--- config.mk ---
export PLATFORM = sky130hd
export DESIGN_NAME = matrix_mean_top
export DESIGN_NICKNAME = d
export VERILOG_FILES = /design/src/hdl/mean_pkg.sv /design/src/hdl/mean_ctrl.sv /design/src/hdl/mean_accum_bank.sv /design/src/hdl/mean_out_buffer.sv /design/src/hdl/matrix_mean_top.sv
export SDC_FILE = /design/constraint.sdc
export NUM_CORES = 2
export LEC_CHECK = 0
export BUFFER_PORTS_ARGS = -buffer_cell sky130_fd_sc_hd__clkbuf_2
export CELL_PAD_IN_SITES_DETAIL_PLACEMENT = 0
export CELL_PAD_IN_SITES_GLOBAL_PLACEMENT = 1
export CORE_MARGIN = 8
export CORE_UTILIZATION = 45
export CTS_BUF_LIST = sky130_fd_sc_hd__clkbuf_8
export DETAILED_ROUTE_END_ITERATION = 10
export PLACE_DENSITY_LB_ADDON = 0.25
export SETUP_SLACK_MARGIN = 0.4
export SYNTH_ARGS = -nofsm -noshare
export SYNTH_HDL_FRONTEND = slang
export SYNTH_HIERARCHICAL = 1
export SYNTH_SLANG_ARGS = --single-unit
--- constraint.sdc ---
create_clock -name clk_mean -period 36.4 [get_ports clk_mean]
set_input_delay 0 -clock clk_mean [delete_from_list [all_inputs] [get_ports clk_mean]]
set_output_delay 0 -clock clk_mean [all_outputs]
set_load 0.005 [all_outputs]
--- src/hdl/mean_pkg.sv ---
package mean_pkg;

    // ******************************
    // stream formats
    // ******************************

    localparam int ELEM_W    = 26; // element width of the surrounding pipeline.
    localparam int ROW_ELEMS = 4;
    localparam int MAT_ROWS  = 4;

    // one matrix element, also the width of one accumulator.
    typedef logic signed [ELEM_W-1:0] elem_t;

    // element k sits in slice k counted from the lsb end.
    typedef logic [ROW_ELEMS*ELEM_W-1:0] row_t;

    typedef logic [1:0] row_idx_t;

    // ******************************
    // control
    // ******************************

    typedef enum logic [1:0] {
        ST_ACCUM    = 2'd0, // input open, block accumulating.
        ST_CAPTURE  = 2'd1, // one cycle, copy sums to the buffer.
        ST_WAIT_BUF = 2'd2  // block done but previous mean still draining.
    } mean_state_t;

endpackage

--- src/hdl/mean_ctrl.sv ---
`timescale 1ns/1ps

module mean_ctrl
    import mean_pkg::*;
#(
    parameter int LOG2_BLOCK = 7
) (
    input  logic     clk_mean,
    input  logic     rst_n,
    input  logic     in_valid,
    input  logic     buf_full,
    output logic     in_ready,
    output logic     acc_en,
    output logic     acc_clear,
    output row_idx_t row_sel,
    output logic     capture
);

    localparam row_idx_t LAST_ROW = row_idx_t'(MAT_ROWS - 1);

    mean_state_t           state;
    mean_state_t           state_nxt;
    row_idx_t              row_cnt;
    logic [LOG2_BLOCK-1:0] mat_cnt;
    logic                  last_row;
    logic                  last_mat;
    logic                  block_done;

    // ******************************
    // beat handshake
    // ******************************

    assign in_ready = (state == ST_ACCUM);
    assign acc_en   = in_valid && in_ready;
    assign row_sel  = row_cnt;

    assign last_row = (row_cnt == LAST_ROW);
    assign last_mat = &mat_cnt;

    // first beat of a block loads instead of adding.
    assign acc_clear = acc_en && (row_cnt == '0) && (mat_cnt == '0);

    // final beat of the block is accepted in this cycle.
    assign block_done = acc_en && last_row && last_mat;

    // ******************************
    // row and matrix counters
    // ******************************

    always_ff @(posedge clk_mean or negedge rst_n) begin
        if (!rst_n) begin
            row_cnt <= '0;
            mat_cnt <= '0;
        end else if (acc_en) begin
            row_cnt <= row_cnt + 1'b1; // wraps after row 3.
            if (last_row) begin
                mat_cnt <= mat_cnt + 1'b1; // wraps at the block boundary.
            end
        end
    end

    // ******************************
    // state machine
    // ******************************

    always_comb begin
        state_nxt = state;
        case (state)
            ST_ACCUM: begin
                if (block_done) begin
                    // the buffer may still hold the previous mean.
                    state_nxt = buf_full ? ST_WAIT_BUF : ST_CAPTURE;
                end
            end
            ST_WAIT_BUF: begin
                if (!buf_full) begin
                    state_nxt = ST_CAPTURE;
                end
            end
            ST_CAPTURE: begin
                state_nxt = ST_ACCUM;
            end
            default: begin
                state_nxt = ST_ACCUM;
            end
        endcase
    end

    always_ff @(posedge clk_mean or negedge rst_n) begin
        if (!rst_n) begin
            state <= ST_ACCUM;
        end else begin
            state <= state_nxt;
        end
    end

    assign capture = (state == ST_CAPTURE); // single cycle by construction.

    // ******************************
    // checks
    // ******************************

    // the buffer flag comes from the output side and must be clear here.
    a_capture_buf_free: assert property (
        @(posedge clk_mean) disable iff (!rst_n)
        capture |-> !buf_full
    );

    a_acc_en_valid: assert property (
        @(posedge clk_mean) disable iff (!rst_n)
        acc_en |-> in_valid
    );

endmodule

--- src/hdl/mean_accum_bank.sv ---
`timescale 1ns/1ps

module mean_accum_bank
    import mean_pkg::*;
#(
    parameter int LOG2_BLOCK = 7
) (
    input  logic     clk_mean,
    input  logic     rst_n,
    input  logic     acc_en,
    input  logic     acc_clear,
    input  row_idx_t row_sel,
    input  row_t     in_row,
    output row_t     acc_row0,
    output row_t     acc_row1,
    output row_t     acc_row2,
    output row_t     acc_row3
);

    elem_t acc     [MAT_ROWS][ROW_ELEMS];
    elem_t in_elem [ROW_ELEMS];
    elem_t in_shift[ROW_ELEMS];
    row_t  acc_rows[MAT_ROWS];

    // ******************************
    // input scaling
    // ******************************

    // each sample is divided before it is summed, so floor happens per sample.
    for (genvar k = 0; k < ROW_ELEMS; k++) begin : g_scale
        assign in_elem[k]  = elem_t'(in_row[k*ELEM_W +: ELEM_W]);
        assign in_shift[k] = in_elem[k] >>> LOG2_BLOCK;
    end

    // ******************************
    // accumulators
    // ******************************

    always_ff @(posedge clk_mean or negedge rst_n) begin
        if (!rst_n) begin
            for (int r = 0; r < MAT_ROWS; r++) begin
                for (int k = 0; k < ROW_ELEMS; k++) begin
                    acc[r][k] <= '0;
                end
            end
        end else if (acc_en) begin
            for (int r = 0; r < MAT_ROWS; r++) begin
                if (row_sel == row_idx_t'(r)) begin
                    for (int k = 0; k < ROW_ELEMS; k++) begin
                        if (acc_clear) begin
                            acc[r][k] <= in_shift[k]; // new block starts here.
                        end else begin
                            acc[r][k] <= acc[r][k] + in_shift[k]; // wraps at ELEM_W.
                        end
                    end
                end else if (acc_clear) begin
                    for (int k = 0; k < ROW_ELEMS; k++) begin
                        acc[r][k] <= '0; // the other rows of the new block start at zero.
                    end
                end
            end
        end
    end

    // ******************************
    // packing to rows
    // ******************************

    for (genvar r = 0; r < MAT_ROWS; r++) begin : g_row
        for (genvar k = 0; k < ROW_ELEMS; k++) begin : g_elem
            assign acc_rows[r][k*ELEM_W +: ELEM_W] = acc[r][k];
        end
    end

    assign acc_row0 = acc_rows[0];
    assign acc_row1 = acc_rows[1];
    assign acc_row2 = acc_rows[2];
    assign acc_row3 = acc_rows[3];

    // ******************************
    // checks
    // ******************************

    // the controller only restarts a block on an accepted beat.
    a_clear_with_en: assert property (
        @(posedge clk_mean) disable iff (!rst_n)
        acc_clear |-> acc_en
    );

endmodule

--- src/hdl/mean_out_buffer.sv ---
`timescale 1ns/1ps

module mean_out_buffer
    import mean_pkg::*;
(
    input  logic clk_mean,
    input  logic rst_n,
    input  logic capture,
    input  row_t acc_row0,
    input  row_t acc_row1,
    input  row_t acc_row2,
    input  row_t acc_row3,
    input  logic out_ready,
    output logic buf_full,
    output logic out_valid,
    output row_t out_row,
    output logic out_last
);

    localparam row_idx_t LAST_ROW = row_idx_t'(MAT_ROWS - 1);

    row_t     buf_rows[MAT_ROWS];
    row_idx_t rd_idx;
    logic     full;
    logic     beat;
    logic     beat_last;

    // ******************************
    // output handshake
    // ******************************

    assign out_valid = full;
    assign buf_full  = full;
    assign out_row   = buf_rows[rd_idx];
    assign out_last  = full && (rd_idx == LAST_ROW);

    assign beat      = out_valid && out_ready;
    assign beat_last = beat && out_last;

    // ******************************
    // mean storage
    // ******************************

    // one finished mean, written once per block from the accumulators.
    always_ff @(posedge clk_mean) begin
        if (capture) begin
            buf_rows[0] <= acc_row0;
            buf_rows[1] <= acc_row1;
            buf_rows[2] <= acc_row2;
            buf_rows[3] <= acc_row3;
        end
    end

    // ******************************
    // read control
    // ******************************

    always_ff @(posedge clk_mean or negedge rst_n) begin
        if (!rst_n) begin
            full   <= 1'b0;
            rd_idx <= '0;
        end else if (capture) begin
            full   <= 1'b1;
            rd_idx <= '0;
        end else if (beat) begin
            rd_idx <= rd_idx + 1'b1; // back to row 0 after the last beat.
            if (beat_last) begin
                full <= 1'b0;
            end
        end
    end

    // ******************************
    // checks
    // ******************************

    // a stalled beat must be presented unchanged.
    a_stall_stable: assert property (
        @(posedge clk_mean) disable iff (!rst_n)
        (out_valid && !out_ready) |=>
            (out_valid && $stable(out_row) && $stable(out_last))
    );

endmodule

--- src/hdl/matrix_mean_top.sv ---
`timescale 1ns/1ps

module matrix_mean_top
    import mean_pkg::*;
#(
    parameter int LOG2_BLOCK = 7
) (
    input  logic clk_mean,
    input  logic rst_n,
    input  logic in_valid,
    input  row_t in_row,
    output logic in_ready,
    output logic out_valid,
    output row_t out_row,
    output logic out_last,
    input  logic out_ready
);

    logic     acc_en;
    logic     acc_clear;
    logic     capture;
    logic     buf_full;
    row_idx_t row_sel;
    row_t     acc_row0;
    row_t     acc_row1;
    row_t     acc_row2;
    row_t     acc_row3;

    mean_ctrl #(
        .LOG2_BLOCK (LOG2_BLOCK)
    ) i_ctrl (
        .clk_mean  (clk_mean),
        .rst_n     (rst_n),
        .in_valid  (in_valid),
        .buf_full  (buf_full),
        .in_ready  (in_ready),
        .acc_en    (acc_en),
        .acc_clear (acc_clear),
        .row_sel   (row_sel),
        .capture   (capture)
    );

    mean_accum_bank #(
        .LOG2_BLOCK (LOG2_BLOCK)
    ) i_accum (
        .clk_mean  (clk_mean),
        .rst_n     (rst_n),
        .acc_en    (acc_en),
        .acc_clear (acc_clear),
        .row_sel   (row_sel),
        .in_row    (in_row),
        .acc_row0  (acc_row0),
        .acc_row1  (acc_row1),
        .acc_row2  (acc_row2),
        .acc_row3  (acc_row3)
    );

    mean_out_buffer i_out_buf (
        .clk_mean  (clk_mean),
        .rst_n     (rst_n),
        .capture   (capture),
        .acc_row0  (acc_row0),
        .acc_row1  (acc_row1),
        .acc_row2  (acc_row2),
        .acc_row3  (acc_row3),
        .out_ready (out_ready),
        .buf_full  (buf_full),
        .out_valid (out_valid),
        .out_row   (out_row),
        .out_last  (out_last)
    );

endmodule

* After elaboration in Yosys (flattened, before gate mapping)
Memories as Yosys holds them, arrays and structs flattened. Cells that the tools add are included.
Cells by class: mux-type cells 32, shifts and indexed selects 0, divide/modulo/power cells 0, equality and inequality tests 8, order comparisons 0, reductions and logical operators 25, bitwise gates (word level) 0, multipliers 0, $add $sub $neg 19
Operators by type and width (number):
- 2-to-1 mux 104 bit | 5
- adder 26 x 19 -> 26 bit | 16
- 2-to-1 mux 26 bit | 16
- AND reduction 2 bit | 7
- nonzero test 2 bit | 6
- 2-to-1 mux 2 bit | 5
- equality test 2 bit (second input constant) | 4
- logical AND 1 bit | 8
- adder 7 x 1 -> 7 bit (second input constant) | 1
- zero test 7 bit | 1
- AND reduction 7 bit | 1
- 2-to-1 mux 1 bit | 5
- adder 2 x 1 -> 2 bit (second input constant) | 2
- equality test 2 x 1 -> 1 bit (second input constant) | 2
- zero test 2 bit | 2
- != test 2 bit (second input constant) | 2
- case mux 2 bit (2 select lines) | 1
Word-level totals: register bits 430, RAM bits 416, memories 1, ROM bits 0, bits in latches 0, input bits 108
Memory list:
- i_out_buf.buf_rows | depth 4, bits a word 104, rd ports 1, clocked after memory_dff 0, wr ports 4, line mean_out_buffer.sv:22 | row_t buf_rows[MAT_ROWS];

* Logic depth before layout (Yosys ltp)
depth after elaboration 6, gate-level depth with buffers 13, gate-level depth less buffers 13

* By module
Netlist, hierarchy kept.
By module, submodules not included:
- mean_accum_bank | seq. area each 10410.0 um^2, area an instance 37470.9 um^2, cells an instance 4495, times used 1
- mean_out_buffer | seq. area each 12567.1 um^2, area an instance 15163.3 um^2, cells an instance 558, times used 1
- mean_ctrl | seq. area each 275.3 um^2, area an instance 539.3 um^2, cells an instance 49, times used 1

* Worst setup path before layout
Ideal clock, no wire load.
path kind flip-flop to flip-flop, start point register i_ctrl.state[1], end point memory i_out_buf/buf_rows[0][0] in the netlist's numbering, enable pin, stages on the path, launching flop included 2, arrival 18762 ps, setup time 1255 ps, slack 16383 ps, cell sequence dfrtp_1 > nor2b_1
RTL lines:
- start, declared | line mean_ctrl.sv:21 | mean_state_t state;
- start signal, assigned | line mean_ctrl.sv:93 | state <= state_nxt;
- end, declared | line mean_out_buffer.sv:22

* Final worst setup path
start point register i_ctrl.state[0], end point register i_accum.acc, in the netlist i_accum/acc_row3[14]
Between the ends: word-level cells in the longest chain between the ends 6
Ends and longest elaborated chain:
- zero test 2 bit (*) | line mean_ctrl.sv:33 | assign in_ready = (state == ST_ACCUM);
- logical AND 1 bit (*) | line mean_ctrl.sv:34 | assign acc_en = in_valid && in_ready;
- named net acc_en | line matrix_mean_top.sv:19 | logic acc_en;
- logical AND 1 bit (*) (2 in a row) | line mean_ctrl.sv:41 | assign acc_clear = acc_en && (row_cnt == '0) && (mat_cnt == '0);
- named net acc_clear | line matrix_mean_top.sv:20 | logic acc_clear;
- 2-to-1 mux 26 bit / nonzero test 2 bit (equally long branches)
- 2-to-1 mux 104 bit / AND reduction 2 bit (equally long branches)
- end signal, assigned by index | line mean_accum_bank.sv:51 | acc[r][k] <= in_shift[k];
- end signal, assigned by index | line mean_accum_bank.sv:53 | acc[r][k] <= acc[r][k] + in_shift[k];
- end, declared | line mean_accum_bank.sv:20 | elem_t acc [MAT_ROWS][ROW_ELEMS];
The timed path passes the listed nets; every way through them passes the cells marked *. A chain may end at the register's enable or synchronous reset.

==> summary.md <==
| Metric | Value |
|---|---|
| Lkg Pwr | roughly 24 nW |
| Final setup violating endpoints | 0 |
| Hold crit path type | in2reg |
| Share of Yosys cell area claimed by the top area cell type | 23.49% |
| RSZ-0062 raised after global routing | no |
| Cell row count | 126 |
| Via density | 6.262 |
| DIE WIDTH | between 300 and 400 um |
| Area grow syn2layout | 12.06% |
| Layout Cells excl Fill | around 7000 |
| Final setup TNS | 0 ns |
| Placeable Area | 117600 um^2 |
| NumNets Final | 5872 |
| Setup Skew | 0.04688 ns |
| Initial antenna violation count | 10 |
| Critical path class | reg2reg |
| Rel. slew slack | around 14% |
| First-pass GRT wire length | 260.1 mm |
| Design Power | 4.881 mW |
| Post-Synth Simple-Gate Area | between 10% and 20% |
| WHS | 0.1738 ns |
| Worst path arrival time | 6.04 ns |
| Post-Place Cell Area | 55650 um^2 |
| Req. time, crit path | 37.10 ns |
| Final Util | 50.67% |
| Cells after Synth | 5102 |
| Top cells by count, synth | nand2_1 (594), a21oi_1 (431), dfrtp_1 (430) |
| Fmax | 0.1873 GHz |
| Ys flop type | dfrtp_1 |
| Worst Path Buf+Inv | 5 |
| Yosys reg bits | 846 |
| Count leader, synth | nand2_1 |
| Pwr Density | a little over 80 nW/um^2 |
| Worst setup SP type | flop |
| Drt drc | 0 |
| Compound-gate portion of the synthesized area | about a quarter |
| WL per Instance | 24.26 um |
| VDD IR max | slightly above 0.06 mV |
| H-tree Lvls | 4 |
| Fin worst setup slack | 31.06 ns |
| Worst-path clk slew | 0.06 ns |
| Synth area leaders | edfxtp_1 (23%), dfrtp_1 (20%), ha_1 (9.5%), mux4_2 (4.4%), nand2_1 (4.2%) |
| Crit-path most repeated cell | buf_4 |
| CP max stage cell | buf_4 |
| Total GRT Usage | 25.45% |
| Status | completed |
| Starting DRC count in detailed routing | between 3000 and 4000 |
| DRT Wirelength | around 170 mm |
| Post-synth net total | 5631 |
| Worst Tran Pin Value | between 1 and 1.5 ns |
| Final Max Slew Viols | 0 |
| Largest net degree at the start of global routing | 169 |
| Max-cap viol count | 0 |
| Final Wtd Congestion | 0.9191 |
| Biggest area consumer among synthesized cells | edfxtp_1 |
| Clock sinks | 846 |
| Asr flop ratio synth | 50.83% |
| Post-synthesis sequential area ratio | 43.73% |
| # fillers | 10718 |
| Initial Util | between 40% and 50% |
| Via count | 43862 |
| Final Cycle Share | between 10% and 20% |
| CTS root buf | clkbuf_8 |
| Clk buf depth | 3 |
| Syn_area_per_cell | roughly 10 um^2 |
| Yosys warnings | 6 |
| Post-synth cell types | 85 |
| Crit-path leading delay family | buffers and inverters |
| Hpwl dp | ~110 mm |
| Mux cell area share after synthesis | 4.633% |
| Post-Synth XOR/XNOR Area | 5.007% |
| Cts bufs inserted | around 150 |
| Critical-path cell list | nor3b_4 -> nand4_1 -> nor4_2 -> buf_4 -> buf_4 -> buf_12 -> o21ai_4 -> buf_4 -> nand2_1 -> o221ai_1 -> dlygate4sd3_1 |
| Crit-path max FO | 132 |
| Post-synth design cell area | 53170 um^2 |
| GRT overflow | 0 |
| Layout cells sized above 1 | 11.21% |
| Top Ports | 215 |
| Final instance area | 59590 um^2 |
| Worst setup EP type | flop |
| Post-route ant nets | 0 |
| Vias in the first global route | 42796 |
| Placement Setup Slack | 31.27 ns |
| Largest family of logic cells by synthesized area | compound AO/OA/AOI/OAI gates |
| Max incr delay on CP | 0.66 ns |
| Skew-Pair Late Insertion Delay | 0.84 ns |
| Total die area | 129400 um^2 |
| Die Ht | 359.8 um |
| CTS tree | built |
| Count of input and output buffers | 186 |
| Post-Synth Adder-Cell Area | between 10 and 15% |
| Fin. Hold Viols | 0 |
| Placed Cells incl. Taps | 6636 |
| EDFF count, synth | 416 |
| Minimum clock period | 5.339 ns |
| 1st-pass router iterations | 5 |
flip-flops by register name, summed over array words and instances (netlist names):
signal / cells
i_out_buf/buf_rows: 416
i_accum/acc_row0: 104
i_accum/acc_row1: 104
i_accum/acc_row2: 104
i_accum/acc_row3: 104
i_ctrl/mat_cnt: 7
i_ctrl/row_sel: 2
i_ctrl/state: 2
i_out_buf/rd_idx: 2
i_out_buf/buf_full: 1
routing by layer:
layer | vias up | wire (um) | global-route usage, %
met1 | 21633 | 74780 | 35.16
li1 | 20333 | - | -
met4 | 12 | 6044 | 9.330
met3 | 329 | 12970 | 5.274
met5 | - | 82 | 0
met2 | 1555 | 76030 | 39.54
kinds of logic (layout without fill, tap and decap cells):
family	count (synthesis)	after routing
multiplexers	116	116
buffers and inverters	334	700
AO/OA/AOI/OAI	1825	1825
other	0	1
flip-flops	846	846
XOR/XNOR	304	304
AND/OR/NAND/NOR	1256	1256
adder cells (fa/ha/maj)	421	421
final timing paths:
kind	from	endpoint	slack, ns	cells past startpoint
worst max-delay path	i_ctrl/state[0]	i_accum/acc_row3[14]	31.06	11
min in group asynchronous	rst_n	i_accum/acc_row0[82]	0.42	4
worst min-delay path	in_row[46]	i_accum/acc_row3[39]	0.17	4
worst min register to register	i_accum/acc_row2[100]	i_out_buf/buf_rows[2][100]	0.47	0
worst max register to register	i_ctrl/state[0]	i_accum/acc_row3[14]	31.06	11
max in group asynchronous	rst_n	i_accum/acc_row3[46]	33.62	6
tightest hold or removal path, stage by stage:
cell           delay (ns)
dlygate4sd3_1        0.52
clkbuf_2             0.24
a32oi_1              0.13
o21ai_0              0.07
where the power goes:
group          total, mW  internal (mW)  switching [mW]
logic               2.45           1.03            1.42
registers           1.52           1.28           0.241
clock network      0.909          0.486           0.423
total               4.88           2.80            2.09
timing repair:
item | 4_1_cts | 5_1_grt
setup endpoints to repair | 0 | 0
resized for setup | 0 | 0
setup buffers | 0 | 0
hold endpoints to repair | 555 | 0
hold buffers | 88 | 0
layout make-up:
cell class	count	area, um^2	share of cell area [%]
clock buffers	177	2436	4.088
diodes	1	2.502	0.004200
well taps	1536	1922	3.225
repair buffers	325	2272	3.813
flip-flops and latches	846	23260	39.03
multi-input cells	3922	28730	48.21
clock inverters	103	604.3	1.014
inverters	95	364.1	0.6110
cell usage in the layout (no fill, tap or decap), drive strengths merged, types with 151 or more instances in the layout:
| master | netlist | final |
|---|---|---|
| a21o | 174 | 174 |
| a21oi | 433 | 433 |
| a22oi | 189 | 189 |
| clkbuf | 199 | 362 |
| dfrtp | 430 | 430 |
| edfxtp | 416 | 416 |
| ha | 405 | 405 |
| inv | 93 | 151 |
| nand2 | 594 | 594 |
| nor2 | 246 | 246 |
| o21ai | 318 | 318 |
| o221ai | 220 | 220 |
| xnor2 | 169 | 169 |
Power figures use the tool's default switching activity.
